==> src/rtl/clkCtlPkg.sv <==
package clkCtlPkg;

  // Bus and counter widths
  localparam int DataWidth  = 16;
  localparam int BurstWidth = 8;
  localparam int AdrWidth   = 3;

  // Register map
  localparam logic [AdrWidth-1:0] AdrFunc   = 3'd0;
  localparam logic [AdrWidth-1:0] AdrBurst  = 3'd1;
  localparam logic [AdrWidth-1:0] AdrRate   = 3'd2;
  localparam logic [AdrWidth-1:0] AdrCheck  = 3'd3; // Also clears latched errors
  localparam logic [AdrWidth-1:0] AdrStatus = 3'd4;
  localparam logic [AdrWidth-1:0] AdrTicks  = 3'd5;

  // Function codes written to AdrFunc, others ignored
  typedef enum logic [2:0] {
    FuncStart = 3'd1,
    FuncStep  = 3'd2,
    FuncBurst = 3'd5,
    FuncHalt  = 3'd6
  } diagFuncT;

  typedef struct packed {
    logic                 cyc;
    logic                 stb;
    logic                 we;
    logic [AdrWidth-1:0]  adr;
    logic [DataWidth-1:0] dat;
  } wbReqT;

  typedef struct packed {
    logic                 ack;
    logic [DataWidth-1:0] dat;
  } wbRspT;

  // One-cycle command pulses to the sequencer
  typedef struct packed {
    logic                  start;
    logic                  step;
    logic                  burst;
    logic                  halt;
    logic                  loadBurst;
    logic [BurstWidth-1:0] burstCount;
    logic                  loadRate;
    logic [1:0]            rate;
  } seqCmdT;

  typedef struct packed {
    logic       load;
    logic [3:0] enables;   // FM, CRAM, DRAM, field check
    logic       errStopEn;
  } checkCfgT;

  typedef struct packed {
    logic       running;
    logic       stepPending;
    logic       burstActive;
    logic       errorStop;
    logic [3:0] errors;
    logic [1:0] rate;
    logic [5:0] pad;
  } statusT;

endpackage

==> src/rtl/diagBusPort.sv <==
`timescale 1ns/1ps

module diagBusPort #(
  parameter int TickCountWidth = 16
) (
  input  logic                      CLK,
  input  logic                      rstN,
  input  clkCtlPkg::wbReqT          wbReq,
  output clkCtlPkg::wbRspT          wbRsp,
  output clkCtlPkg::seqCmdT         seqCmd,
  output clkCtlPkg::checkCfgT       checkCfg,
  input  clkCtlPkg::statusT         status,
  input  logic [TickCountWidth-1:0] tickCount
);

  localparam int Dw = clkCtlPkg::DataWidth;
  localparam int Bw = clkCtlPkg::BurstWidth;

  logic          ack;
  logic [Dw-1:0] rdDat;
  logic [Dw-1:0] rdSel;
  logic [Dw-1:0] ticksRd;
  logic          access;
  logic          wrAccess;
  logic          rdAccess;
  clkCtlPkg::seqCmdT   seqCmdNext;
  clkCtlPkg::checkCfgT checkCfgNext;

  assign access   = wbReq.cyc & wbReq.stb & ~ack; // First cycle of a transfer
  assign wrAccess = access & wbReq.we;
  assign rdAccess = access & ~wbReq.we;

  assign ticksRd = Dw'(tickCount); // Zero-extend or truncate

  always_comb begin
    case (wbReq.adr)
      clkCtlPkg::AdrStatus: rdSel = status;
      clkCtlPkg::AdrTicks:  rdSel = ticksRd;
      default:              rdSel = '0;
    endcase
  end

  // Write decode into command pulses
  always_comb begin
    seqCmdNext   = '0;
    checkCfgNext = '0;
    if (wrAccess) begin
      case (wbReq.adr)
        clkCtlPkg::AdrFunc: begin
          case (wbReq.dat[2:0])
            clkCtlPkg::FuncStart: seqCmdNext.start = 1'b1;
            clkCtlPkg::FuncStep:  seqCmdNext.step  = 1'b1;
            clkCtlPkg::FuncBurst: seqCmdNext.burst = 1'b1;
            clkCtlPkg::FuncHalt:  seqCmdNext.halt  = 1'b1;
            default: ;
          endcase
        end
        clkCtlPkg::AdrBurst: begin
          seqCmdNext.loadBurst  = 1'b1;
          seqCmdNext.burstCount = wbReq.dat[Bw-1:0];
        end
        clkCtlPkg::AdrRate: begin
          seqCmdNext.loadRate = 1'b1;
          seqCmdNext.rate     = wbReq.dat[1:0];
        end
        clkCtlPkg::AdrCheck: begin
          checkCfgNext.load      = 1'b1;
          checkCfgNext.enables   = wbReq.dat[3:0];
          checkCfgNext.errStopEn = wbReq.dat[4];
        end
        default: ;
      endcase
    end
  end

  always_ff @(posedge CLK) begin
    if (!rstN) begin
      ack      <= 1'b0;
      seqCmd   <= '0;
      checkCfg <= '0;
    end else begin
      ack      <= access;
      seqCmd   <= seqCmdNext;
      checkCfg <= checkCfgNext;
    end
  end

  always_ff @(posedge CLK) begin
    if (rdAccess) rdDat <= rdSel;
  end

  assign wbRsp.ack = ack;
  assign wbRsp.dat = rdDat;

endmodule

==> src/rtl/gateSequencer.sv <==
`timescale 1ns/1ps

module gateSequencer (
  input  logic              CLK,
  input  logic              rstN,
  input  clkCtlPkg::seqCmdT seqCmd,
  input  logic              tickTaken,
  output logic              tickReq,
  output logic              running,
  output logic              stepPending,
  output logic              burstActive,
  output logic [1:0]        rate
);

  localparam int Bw = clkCtlPkg::BurstWidth;

  logic [2:0]    divCnt;     // Free-running, never cleared by commands
  logic          strobe;
  logic [Bw-1:0] burstReg;
  logic [Bw-1:0] burstLeft;

  // One strobe every 2^rate cycles
  always_comb begin
    case (rate)
      2'd0:    strobe = 1'b1;
      2'd1:    strobe = ~divCnt[0];
      2'd2:    strobe = divCnt[1:0] == 2'b00;
      default: strobe = divCnt == 3'b000;
    endcase
  end

  assign burstActive = burstLeft != '0;
  assign tickReq     = strobe & (running | stepPending | burstActive);

  always_ff @(posedge CLK) begin
    if (!rstN) begin
      divCnt <= '0;
    end else begin
      divCnt <= divCnt + 3'd1;
    end
  end

  always_ff @(posedge CLK) begin
    if (!rstN) begin
      rate     <= 2'd0;
      burstReg <= '0;
    end else begin
      if (seqCmd.loadRate) rate <= seqCmd.rate;
      if (seqCmd.loadBurst) burstReg <= seqCmd.burstCount;
    end
  end

  always_ff @(posedge CLK) begin
    if (!rstN) begin
      running     <= 1'b0;
      stepPending <= 1'b0;
      burstLeft   <= '0;
    end else begin
      if (tickTaken) begin
        stepPending <= 1'b0;
        if (burstActive) burstLeft <= burstLeft - 1'b1;
      end

      // New commands win over a tick on the same edge
      if (seqCmd.start) running <= 1'b1;
      if (seqCmd.step) stepPending <= 1'b1;
      if (seqCmd.burst) burstLeft <= burstReg; // Zero count issues nothing

      if (seqCmd.halt) begin
        running     <= 1'b0;
        stepPending <= 1'b0;
        burstLeft   <= '0;
      end
    end
  end

endmodule

==> src/rtl/parityErrorMonitor.sv <==
`timescale 1ns/1ps

module parityErrorMonitor (
  input  logic                CLK,
  input  logic                rstN,
  input  clkCtlPkg::checkCfgT checkCfg,
  input  logic [3:0]          parErr,
  input  logic                tickTaken,
  output logic [3:0]          errors,
  output logic                errorStop
);

  logic [3:0] enables;
  logic       errStopEn;
  logic [3:0] errorsNext;

  // Sticky flags, sampled only on issued ticks
  always_comb begin
    errorsNext = errors;
    if (tickTaken) errorsNext = errors | (parErr & enables);
  end

  always_ff @(posedge CLK) begin
    if (!rstN) begin
      enables   <= '0;
      errStopEn <= 1'b0;
    end else if (checkCfg.load) begin
      enables   <= checkCfg.enables;
      errStopEn <= checkCfg.errStopEn;
    end
  end

  always_ff @(posedge CLK) begin
    if (!rstN) begin
      errors    <= '0;
      errorStop <= 1'b0;
    end else if (checkCfg.load) begin
      errors    <= '0;  // Check write clears errors
      errorStop <= 1'b0;
    end else begin
      errors    <= errorsNext;
      errorStop <= errStopEn & (|errorsNext);
    end
  end

endmodule

==> src/rtl/clockGateMerge.sv <==
`timescale 1ns/1ps

module clockGateMerge #(
  parameter int TickCountWidth = 16
) (
  input  logic                      CLK,
  input  logic                      rstN,
  input  logic                      tickReq,
  input  logic                      errorStop,
  input  logic [3:0]                errors,
  input  logic                      running,
  input  logic                      stepPending,
  input  logic                      burstActive,
  input  logic [1:0]                rate,
  output logic                      tickTaken,
  output logic                      ceOut,
  output logic [TickCountWidth-1:0] tickCount,
  output clkCtlPkg::statusT         status
);

  // Refused requests stay pending in the sequencer
  assign tickTaken = tickReq & ~errorStop;

  always_ff @(posedge CLK) begin
    if (!rstN) begin
      ceOut     <= 1'b0;
      tickCount <= '0;
    end else begin
      ceOut <= tickTaken;
      if (tickTaken) tickCount <= tickCount + 1'b1; // Wraps
    end
  end

  always_comb begin
    status             = '0;
    status.running     = running;
    status.stepPending = stepPending;
    status.burstActive = burstActive;
    status.errorStop   = errorStop;
    status.errors      = errors;
    status.rate        = rate;
  end

endmodule

==> src/rtl/clkCtlTop.sv <==
`timescale 1ns/1ps

module clkCtlTop #(
  parameter int TickCountWidth = 16
) (
  input  logic              CLK,
  input  logic              rstN,
  input  clkCtlPkg::wbReqT  wbReq,
  output clkCtlPkg::wbRspT  wbRsp,
  input  logic [3:0]        parErr,
  output logic              ceOut
);

  clkCtlPkg::seqCmdT   seqCmd;
  clkCtlPkg::checkCfgT checkCfg;
  clkCtlPkg::statusT   status;
  logic [TickCountWidth-1:0] tickCount;
  logic       tickReq;
  logic       tickTaken;
  logic       running;
  logic       stepPending;
  logic       burstActive;
  logic [1:0] rate;
  logic [3:0] errors;
  logic       errorStop;

  diagBusPort #(.TickCountWidth(TickCountWidth)) busPort (
    .CLK       (CLK),
    .rstN      (rstN),
    .wbReq     (wbReq),
    .wbRsp     (wbRsp),
    .seqCmd    (seqCmd),
    .checkCfg  (checkCfg),
    .status    (status),
    .tickCount (tickCount)
  );

  gateSequencer sequencer (
    .CLK         (CLK),
    .rstN        (rstN),
    .seqCmd      (seqCmd),
    .tickTaken   (tickTaken),
    .tickReq     (tickReq),
    .running     (running),
    .stepPending (stepPending),
    .burstActive (burstActive),
    .rate        (rate)
  );

  parityErrorMonitor parMon (
    .CLK       (CLK),
    .rstN      (rstN),
    .checkCfg  (checkCfg),
    .parErr    (parErr),
    .tickTaken (tickTaken),
    .errors    (errors),
    .errorStop (errorStop)
  );

  clockGateMerge #(.TickCountWidth(TickCountWidth)) gateMerge (
    .CLK         (CLK),
    .rstN        (rstN),
    .tickReq     (tickReq),
    .errorStop   (errorStop),
    .errors      (errors),
    .running     (running),
    .stepPending (stepPending),
    .burstActive (burstActive),
    .rate        (rate),
    .tickTaken   (tickTaken),
    .ceOut       (ceOut),
    .tickCount   (tickCount),
    .status      (status)
  );

endmodule

==> config.mk <==
export PLATFORM = sky130hd
export DESIGN_NAME = clkCtlTop
export DESIGN_NICKNAME = d
export VERILOG_FILES = /design/src/rtl/clkCtlPkg.sv /design/src/rtl/diagBusPort.sv /design/src/rtl/gateSequencer.sv /design/src/rtl/parityErrorMonitor.sv /design/src/rtl/clockGateMerge.sv /design/src/rtl/clkCtlTop.sv
export SDC_FILE = /design/constraint.sdc
export NUM_CORES = 1
export LEC_CHECK = 0
export BUFFER_PORTS_ARGS = -buffer_cell sky130_fd_sc_hd__clkbuf_2
export CORE_MARGIN = 4
export CORE_UTILIZATION = 40
export CTS_CLUSTER_SIZE = 24
export DETAILED_ROUTE_END_ITERATION = 10
export PLACE_DENSITY = 0.61
export SYNTH_ARGS = -nofsm -noshare
export SYNTH_HDL_FRONTEND = slang
export SYNTH_SLANG_ARGS = --single-unit
==> constraint.sdc <==
create_clock -name CLK -period 2.1 [get_ports CLK]
set_clock_uncertainty 0.15 [all_clocks]
set_input_delay 0.315 -clock CLK [delete_from_list [all_inputs] [get_ports CLK]]
set_output_delay 0.315 -clock CLK [all_outputs]
set_load 0.02 [all_outputs]
# ---- After elaboration in Yosys (flattened, before gate mapping)
# Index checks and enable logic that the tools add are counted.
dict set report totals {
  ff_bits 89
  latchBits 0
  ramBits 0
  mem_bits_ro 0
  inputBits 28
  out_inout_bits 18
  word_cells 87
  mem_count 0
}
dict set report op_classes {
  n_addsub 3
  multipliers 0
  div 0
  magnitude_cmp 0
  eq_ne 11
  n_shift 0
  mux 15
  bitwise_logic 16
  n_reduce_logical 17
}
# cell count
set ops {}
lappend ops {{$pmux 16 s2} 1}
lappend ops {{$mux 8} 3}
lappend ops {{$add 16x1->16 const B} 1}
lappend ops {{$eq 3x3->1 const B} 4}
lappend ops {{$reduce_and 3->1} 4}
lappend ops {{$eq 3x2->1 const B} 3}
lappend ops {{$mux 9} 1}
lappend ops {{$reduce_bool 8->1} 1}
lappend ops {{$sub 8x1->8 const B} 1}
lappend ops {{$and 1x1->1} 7}
lappend ops {{$eq 3x1->1 const B} 2}
lappend ops {{$logic_not 3->1} 2}
lappend ops {{$mux 1} 6}
lappend ops {{$mux 6} 1}
lappend ops {{$reduce_bool 2->1} 3}
lappend ops {{$not 1->1} 5}
lappend ops {{$and 4x4->4} 1}
lappend ops {{$logic_not 2->1} 2}
lappend ops {{$mux 4} 1}
lappend ops {{$or 4x4->4} 1}
lappend ops {{$reduce_and 2->1} 2}
lappend ops {{$reduce_or 2->1} 2}
lappend ops {{$reduce_or 4->1} 1}
lappend ops {{$add 3x1->3 const B} 1}
lappend ops {{5 further kinds} 6}

# ---- Logic depth before layout (Yosys ltp)
dict set report depth {
  depth_word 7
  ltp_mapped 8
  mapped_depth_nobuf 7
}

# ---- Hierarchy
# Synthesis repeated with hierarchy kept, for this count alone.
dict set report hier_totals {
  hier_cells 369
  area_unflattened_um2 3813.7
}
# module instances cells_each area_each_um2 seq_area_each_um2
set modules_own_cells {}
lappend modules_own_cells {diagBusPort 1 119 1431.4 940.9}
lappend modules_own_cells {gateSequencer 1 120 1141.1 460.4}
lappend modules_own_cells {clockGateMerge 1 98 878.3 340.3}
lappend modules_own_cells {parityErrorMonitor 1 32 362.8 200.2}

# ---- Worst setup path after synthesis
# No wires, ideal clock.
dict set report synth_timing {
  path_type {register -> register}
  startpoint {reg sequencer.rate[1]}
  endpoint {reg gateMerge.tickCount[13]}
  setup_ns 0.070
  t_arrival_ns 1.894
  setup_slack_ns -0.015
  path_stages_with_launch 6
  n_path_buf 0
  period_less_slack_ns 2.115
  path_cell_list {dfxtp_1 mux2_2 a221oi_4 nand4_2 or4_1 a21oi_1}
}
dict set report synth_via {
  elab_chain_cells 4
  word_cells_on_any_way 6
  classes_between {2 x eq/ne; 1 x mux; 2 x bitwise; 1 x reduce/logical}
}
# item line_no
set synth_lines {}
lappend synth_lines {{start, declared} gateSequencer.sv:12} ;# output logic [1:0] rate
lappend synth_lines {{start signal, assigned} gateSequencer.sv:48} ;# if (seqCmd.loadRate) rate <= seqCmd.rate;
lappend synth_lines {{$eq 2x2->1 (tied with other cells)} gateSequencer.sv:24} ;# case (rate)
lappend synth_lines {{$pmux 1 s3 *} gateSequencer.sv:24}
lappend synth_lines {{$and 1x1->1 *} gateSequencer.sv:33} ;# assign tickReq = strobe & (running | stepPending | burstActive);
lappend synth_lines {{$and 1x1->1 *} clockGateMerge.sv:22} ;# assign tickTaken = tickReq & ~errorStop;
lappend synth_lines {{end signal, assigned} clockGateMerge.sv:30} ;# if (tickTaken) tickCount <= tickCount + 1'b1;
lappend synth_lines {{end, declared} clockGateMerge.sv:17} ;# output logic [TickCountWidth-1:0] tickCount,
# Every way passes the cells marked *; elsewhere a longest branch is shown, timed or not.
# A chain may end at the register's enable or synchronous reset.

# ---- Worst setup path in the final report
dict set report layout_timing {
  startpoint {reg sequencer.rate[1]}
  endpoint {reg sequencer.burstLeft[7]}
}
dict set report layout_via {
  elab_chain_cells 6
  word_cells_on_any_way 8
  classes_between {2 x eq/ne; 1 x mux; 2 x bitwise; 3 x reduce/logical}
}
# item line_no
set layout_lines {}
lappend layout_lines {{$eq 2x2->1 (tied with other cells)} gateSequencer.sv:24}
lappend layout_lines {{$pmux 1 s3 *} gateSequencer.sv:24}
lappend layout_lines {{$and 1x1->1 *} gateSequencer.sv:33}
lappend layout_lines {{$and 1x1->1 *} clockGateMerge.sv:22}
lappend layout_lines {{$reduce_bool 2->1 (no source line) *} -}
lappend layout_lines {{$reduce_and 2->1 (no source line) *} -}
lappend layout_lines {{end signal, assigned} gateSequencer.sv:61} ;# if (burstActive) burstLeft <= burstLeft - 1'b1;
lappend layout_lines {{end signal, assigned} gateSequencer.sv:67} ;# if (seqCmd.burst) burstLeft <= burstReg;
lappend layout_lines {{end, declared} gateSequencer.sv:20} ;# logic [Bw-1:0] burstLeft;
# Marks and branches as above.

==> impl_metrics.tcl <==
set metrics [dict create \
    gr-total-overflow 0 \
    place_area_sq_um 3886 \
    power_density_nw_per_um2 947.0 \
    stdcell_area_sq_um 4150 \
    utilization_pct 49.51 \
    yosysTopAreaCellShare_pct 41.63 \
    end_kind "flip-flop" \
    rows 33 \
    drtIter0Drc 104 \
    worst_slack_ns 0.02174 \
    setup.worst_path.start_class "flip-flop" \
    fin_crit_sh_pct 98.96 \
    syn_nets 383 \
    grt_max_degree 22 \
    hpwlAfterDp_mm 4.897 \
    cts.root.buffer_cell "clkbuf_8" \
    cts_sinks 89 \
    synth-seq-area-share_pct 55.31 \
    crit_chain "mux2_4 -> a221oi_4 -> nand2_1 -> or4_1 -> a311oi_1" \
    ys.flop_type "dfxtp_1" \
    antenna_left 0 \
    max_freq_mhz 481.2 \
    cp_top_family "compound AO/OA/AOI/OAI gates" \
    clk_latency_ns 0.34 \
    drc 0 \
    antenna_found_initial 0 \
    synth_largest_area_cell "dfxtp_1" \
    fin_worst_hold_slack_ns 0.01552 \
    whs_endpoint "busPort.seqCmd[8]" \
    synth_edf_count 16 \
    wirelength_mm 6.757 \
    cp_slowest_cell "or4_1" \
    area_growth_pct 18.21 \
    setup_tns_ns 0 \
    syn_avg_cell_area_sq_um 10.03 \
    yosysUniqueCellTypes 40 \
    critical_path_arrival_ns 2.18 \
    tritoncts "built" \
    multi_input_area_sq_um 1531 \
    hold_depth 2 \
    rrSetupSlack_ns 0.02 \
    place_inst 491 \
    grt_usage_pct 13.90 \
    max_cap_viol_count 0 \
    dr.pass1.iters 4 \
    synth_cells 350 \
    cts_inserted_buffers 9 \
    gp_congestion 0.8696 \
    hp-class "in -> reg" \
    ys.warnings.count 0 \
    fp.dieW_um 101.7 \
    worst_slew_pin_slew_ns 0.5771 \
    synth_area_sq_um 3511 \
    worstHoldStart "wbReq[5]" \
    place_ws_ns -0.07219 \
    grt_pass1_wl_mm 11.32 \
    vdd_drop_max_v 0.0003176 \
    synth.ff_latch_count 89 \
    fin_cells 511 \
    portBuffers 37 \
    async_flop_share_pct 0 \
    fill_cells 812 \
    first_global_vias 2501 \
    critPathMaxStageDelay_ns 0.43 \
    wire_per_inst_um 13.22 \
    clkTransAtPathRegs_ns 0.09 \
    diodes 0 \
    pin_count 46 \
    drive_above_1_share_pct 20.94 \
    vias 2571 \
    die_y_um 101.7 \
    path_buf_inv 0 \
    setup_violations 0 \
    clockBufferDepth 2 \
    required_ns 2.20 \
    viasPerCell 5.031 \
    power_mw 3.930 \
    fin_nets 434 \
    coreArea_sq_um 8382 \
    worst-setup-path-type "reg -> reg" \
    rsz0062_at_grt "yes" \
    status "finished clean" \
    die-area_sq_um 10340 \
    r2r_start "sequencer.rate[1]" \
    relSlewSlack_pct 61.52 \
    seq_area_sq_um 1944 \
    r2r_end "sequencer.burstLeft[7]" \
    hold_viol 0 \
    htree_levels 3 \
    slew_viol_final 0 \
    yosys-top-cells-area "dfxtp_1 (42%), edfxtp_1 (14%), mux2i_1 (7.4%)" \
    reg2regPathDepth 5 \
    critPathMaxFanout 5 \
    total_leakage_power_nw 1.626 \
    start_util_pct 41.89 \
    finalCriticalPeriod_ns 2.078 \
]
==> sequential cells by signal, summed over array words and instances (netlist names) <==
name,count
parMon.errorStop,1
parMon.errors,4
parMon.enables,4
busPort.ack,1
gateMerge.tickCount,16
busPort.seqCmd,16
busPort.checkCfg,6
sequencer.stepPending,1
busPort.rdDat,16
sequencer.burstLeft,8
gateMerge.ceOut,1
sequencer.rate,2
parMon.errStopEn,1
sequencer.running,1
sequencer.divCnt,3
sequencer.burstReg,8
==> cells by family (layout without fill, tap and decap cells) <==
group / after synthesis / count (layout) / share of synthesized area (%)
compound gates: 43 / 43 / 7.662
xor+xnor: 10 / 10 / 2.495
fa+ha+maj: 5 / 5 / 1.782
buf+inv: 24 / 80 / 2.708
flops: 89 / 89 / 55.31
mux: 27 / 27 / 7.733
simple gates: 152 / 152 / 22.31
==> cell usage after synthesis (2+ instances only) <==
cell      count
a22oi_1       2
edfxtp_1     16
and2_1       22
nand2b_1      5
mux2i_1      26
nor2_1       54
xor2_1        2
nand3_1      14
or3_1        10
xnor2_1       8
o21ai_0      10
a21oi_1      16
clkbuf_1     12
nor3_1        4
nand4_1       3
nand2_1      17
nor2b_1       2
a211oi_1      3
ha_1          5
inv_1        10
or4_1         3
dfxtp_1      73
o211ai_1      2
a31oi_1       7
and3_1        9
==> cell usage in the layout (no fill, tap or decap), types with 4 or more instances in the layout <==
| master | count |
|---|---|
| and2_1 | 21 |
| edfxtp_1 | 16 |
| a31oi_1 | 7 |
| nand2b_1 | 5 |
| nor2_1 | 54 |
| and3_1 | 9 |
| mux2i_1 | 26 |
| ha_1 | 5 |
| o21ai_0 | 9 |
| clkbuf_2 | 37 |
| inv_1 | 10 |
| or3_1 | 7 |
| a21oi_2 | 4 |
| dfxtp_1 | 71 |
| buf_4 | 13 |
| a21oi_1 | 12 |
| clkbuf_8 | 9 |
| nand3_1 | 13 |
| nand2_1 | 17 |
| xnor2_1 | 8 |
==> how the worst max path moves through the flow <==
stage                             start                       to  slack, ns  depth (start not counted)
floorplan             sequencer.rate[1]  gateMerge.tickCount[13]       0.03                          5
global placement      sequencer.rate[1]   sequencer.burstLeft[7]      -0.03                          5
detailed placement    sequencer.rate[1]   sequencer.burstLeft[7]      -0.07                          5
CTS                 sequencer.divCnt[0]   sequencer.burstLeft[7]     -0.004                          7
global route          sequencer.rate[1]  gateMerge.tickCount[14]      -0.09                          7
finish                sequencer.rate[1]   sequencer.burstLeft[7]       0.02                          5
==> power breakdown <==
| group | internal, mW | total, mW | switching (mW) |
|---|---|---|---|
| registers | 1.85 | 1.97 | 0.120 |
| clock network | 0.438 | 1.03 | 0.588 |
| logic | 0.450 | 0.932 | 0.482 |
==> final cells by class <==
type                       count  share of cell area (%)
sequential                    89                   46.85
timing repair buffer          54                   8.080
inverter                      10                  0.9044
clock buffer                  11                   3.166
clock inverter                 5                  0.9346
multi-input combinational    237                   36.90
tap                          105                   3.166
==> layer usage <==
metal	wire, um	up-vias	track usage, %
met5	0	-	0
met4	94	0	5.726
met3	261	6	3.237
met2	3146	45	22.18
met1	3253	1203	18.15
li1	-	1317	-
==> what timing repair did <==
action | 4_1_cts | 5_1_grt
setup buffers | 4 | 0
gates resized for setup | 2 | 15
pin swaps | 3 | 6
gates cloned | 0 | 0
hold buffers | 1 | 0
endpoints found under the setup margin | 6 | 22
endpoints found under the hold margin | 1 | 0
No activity file was read; power rests on OpenSTA's default activity.
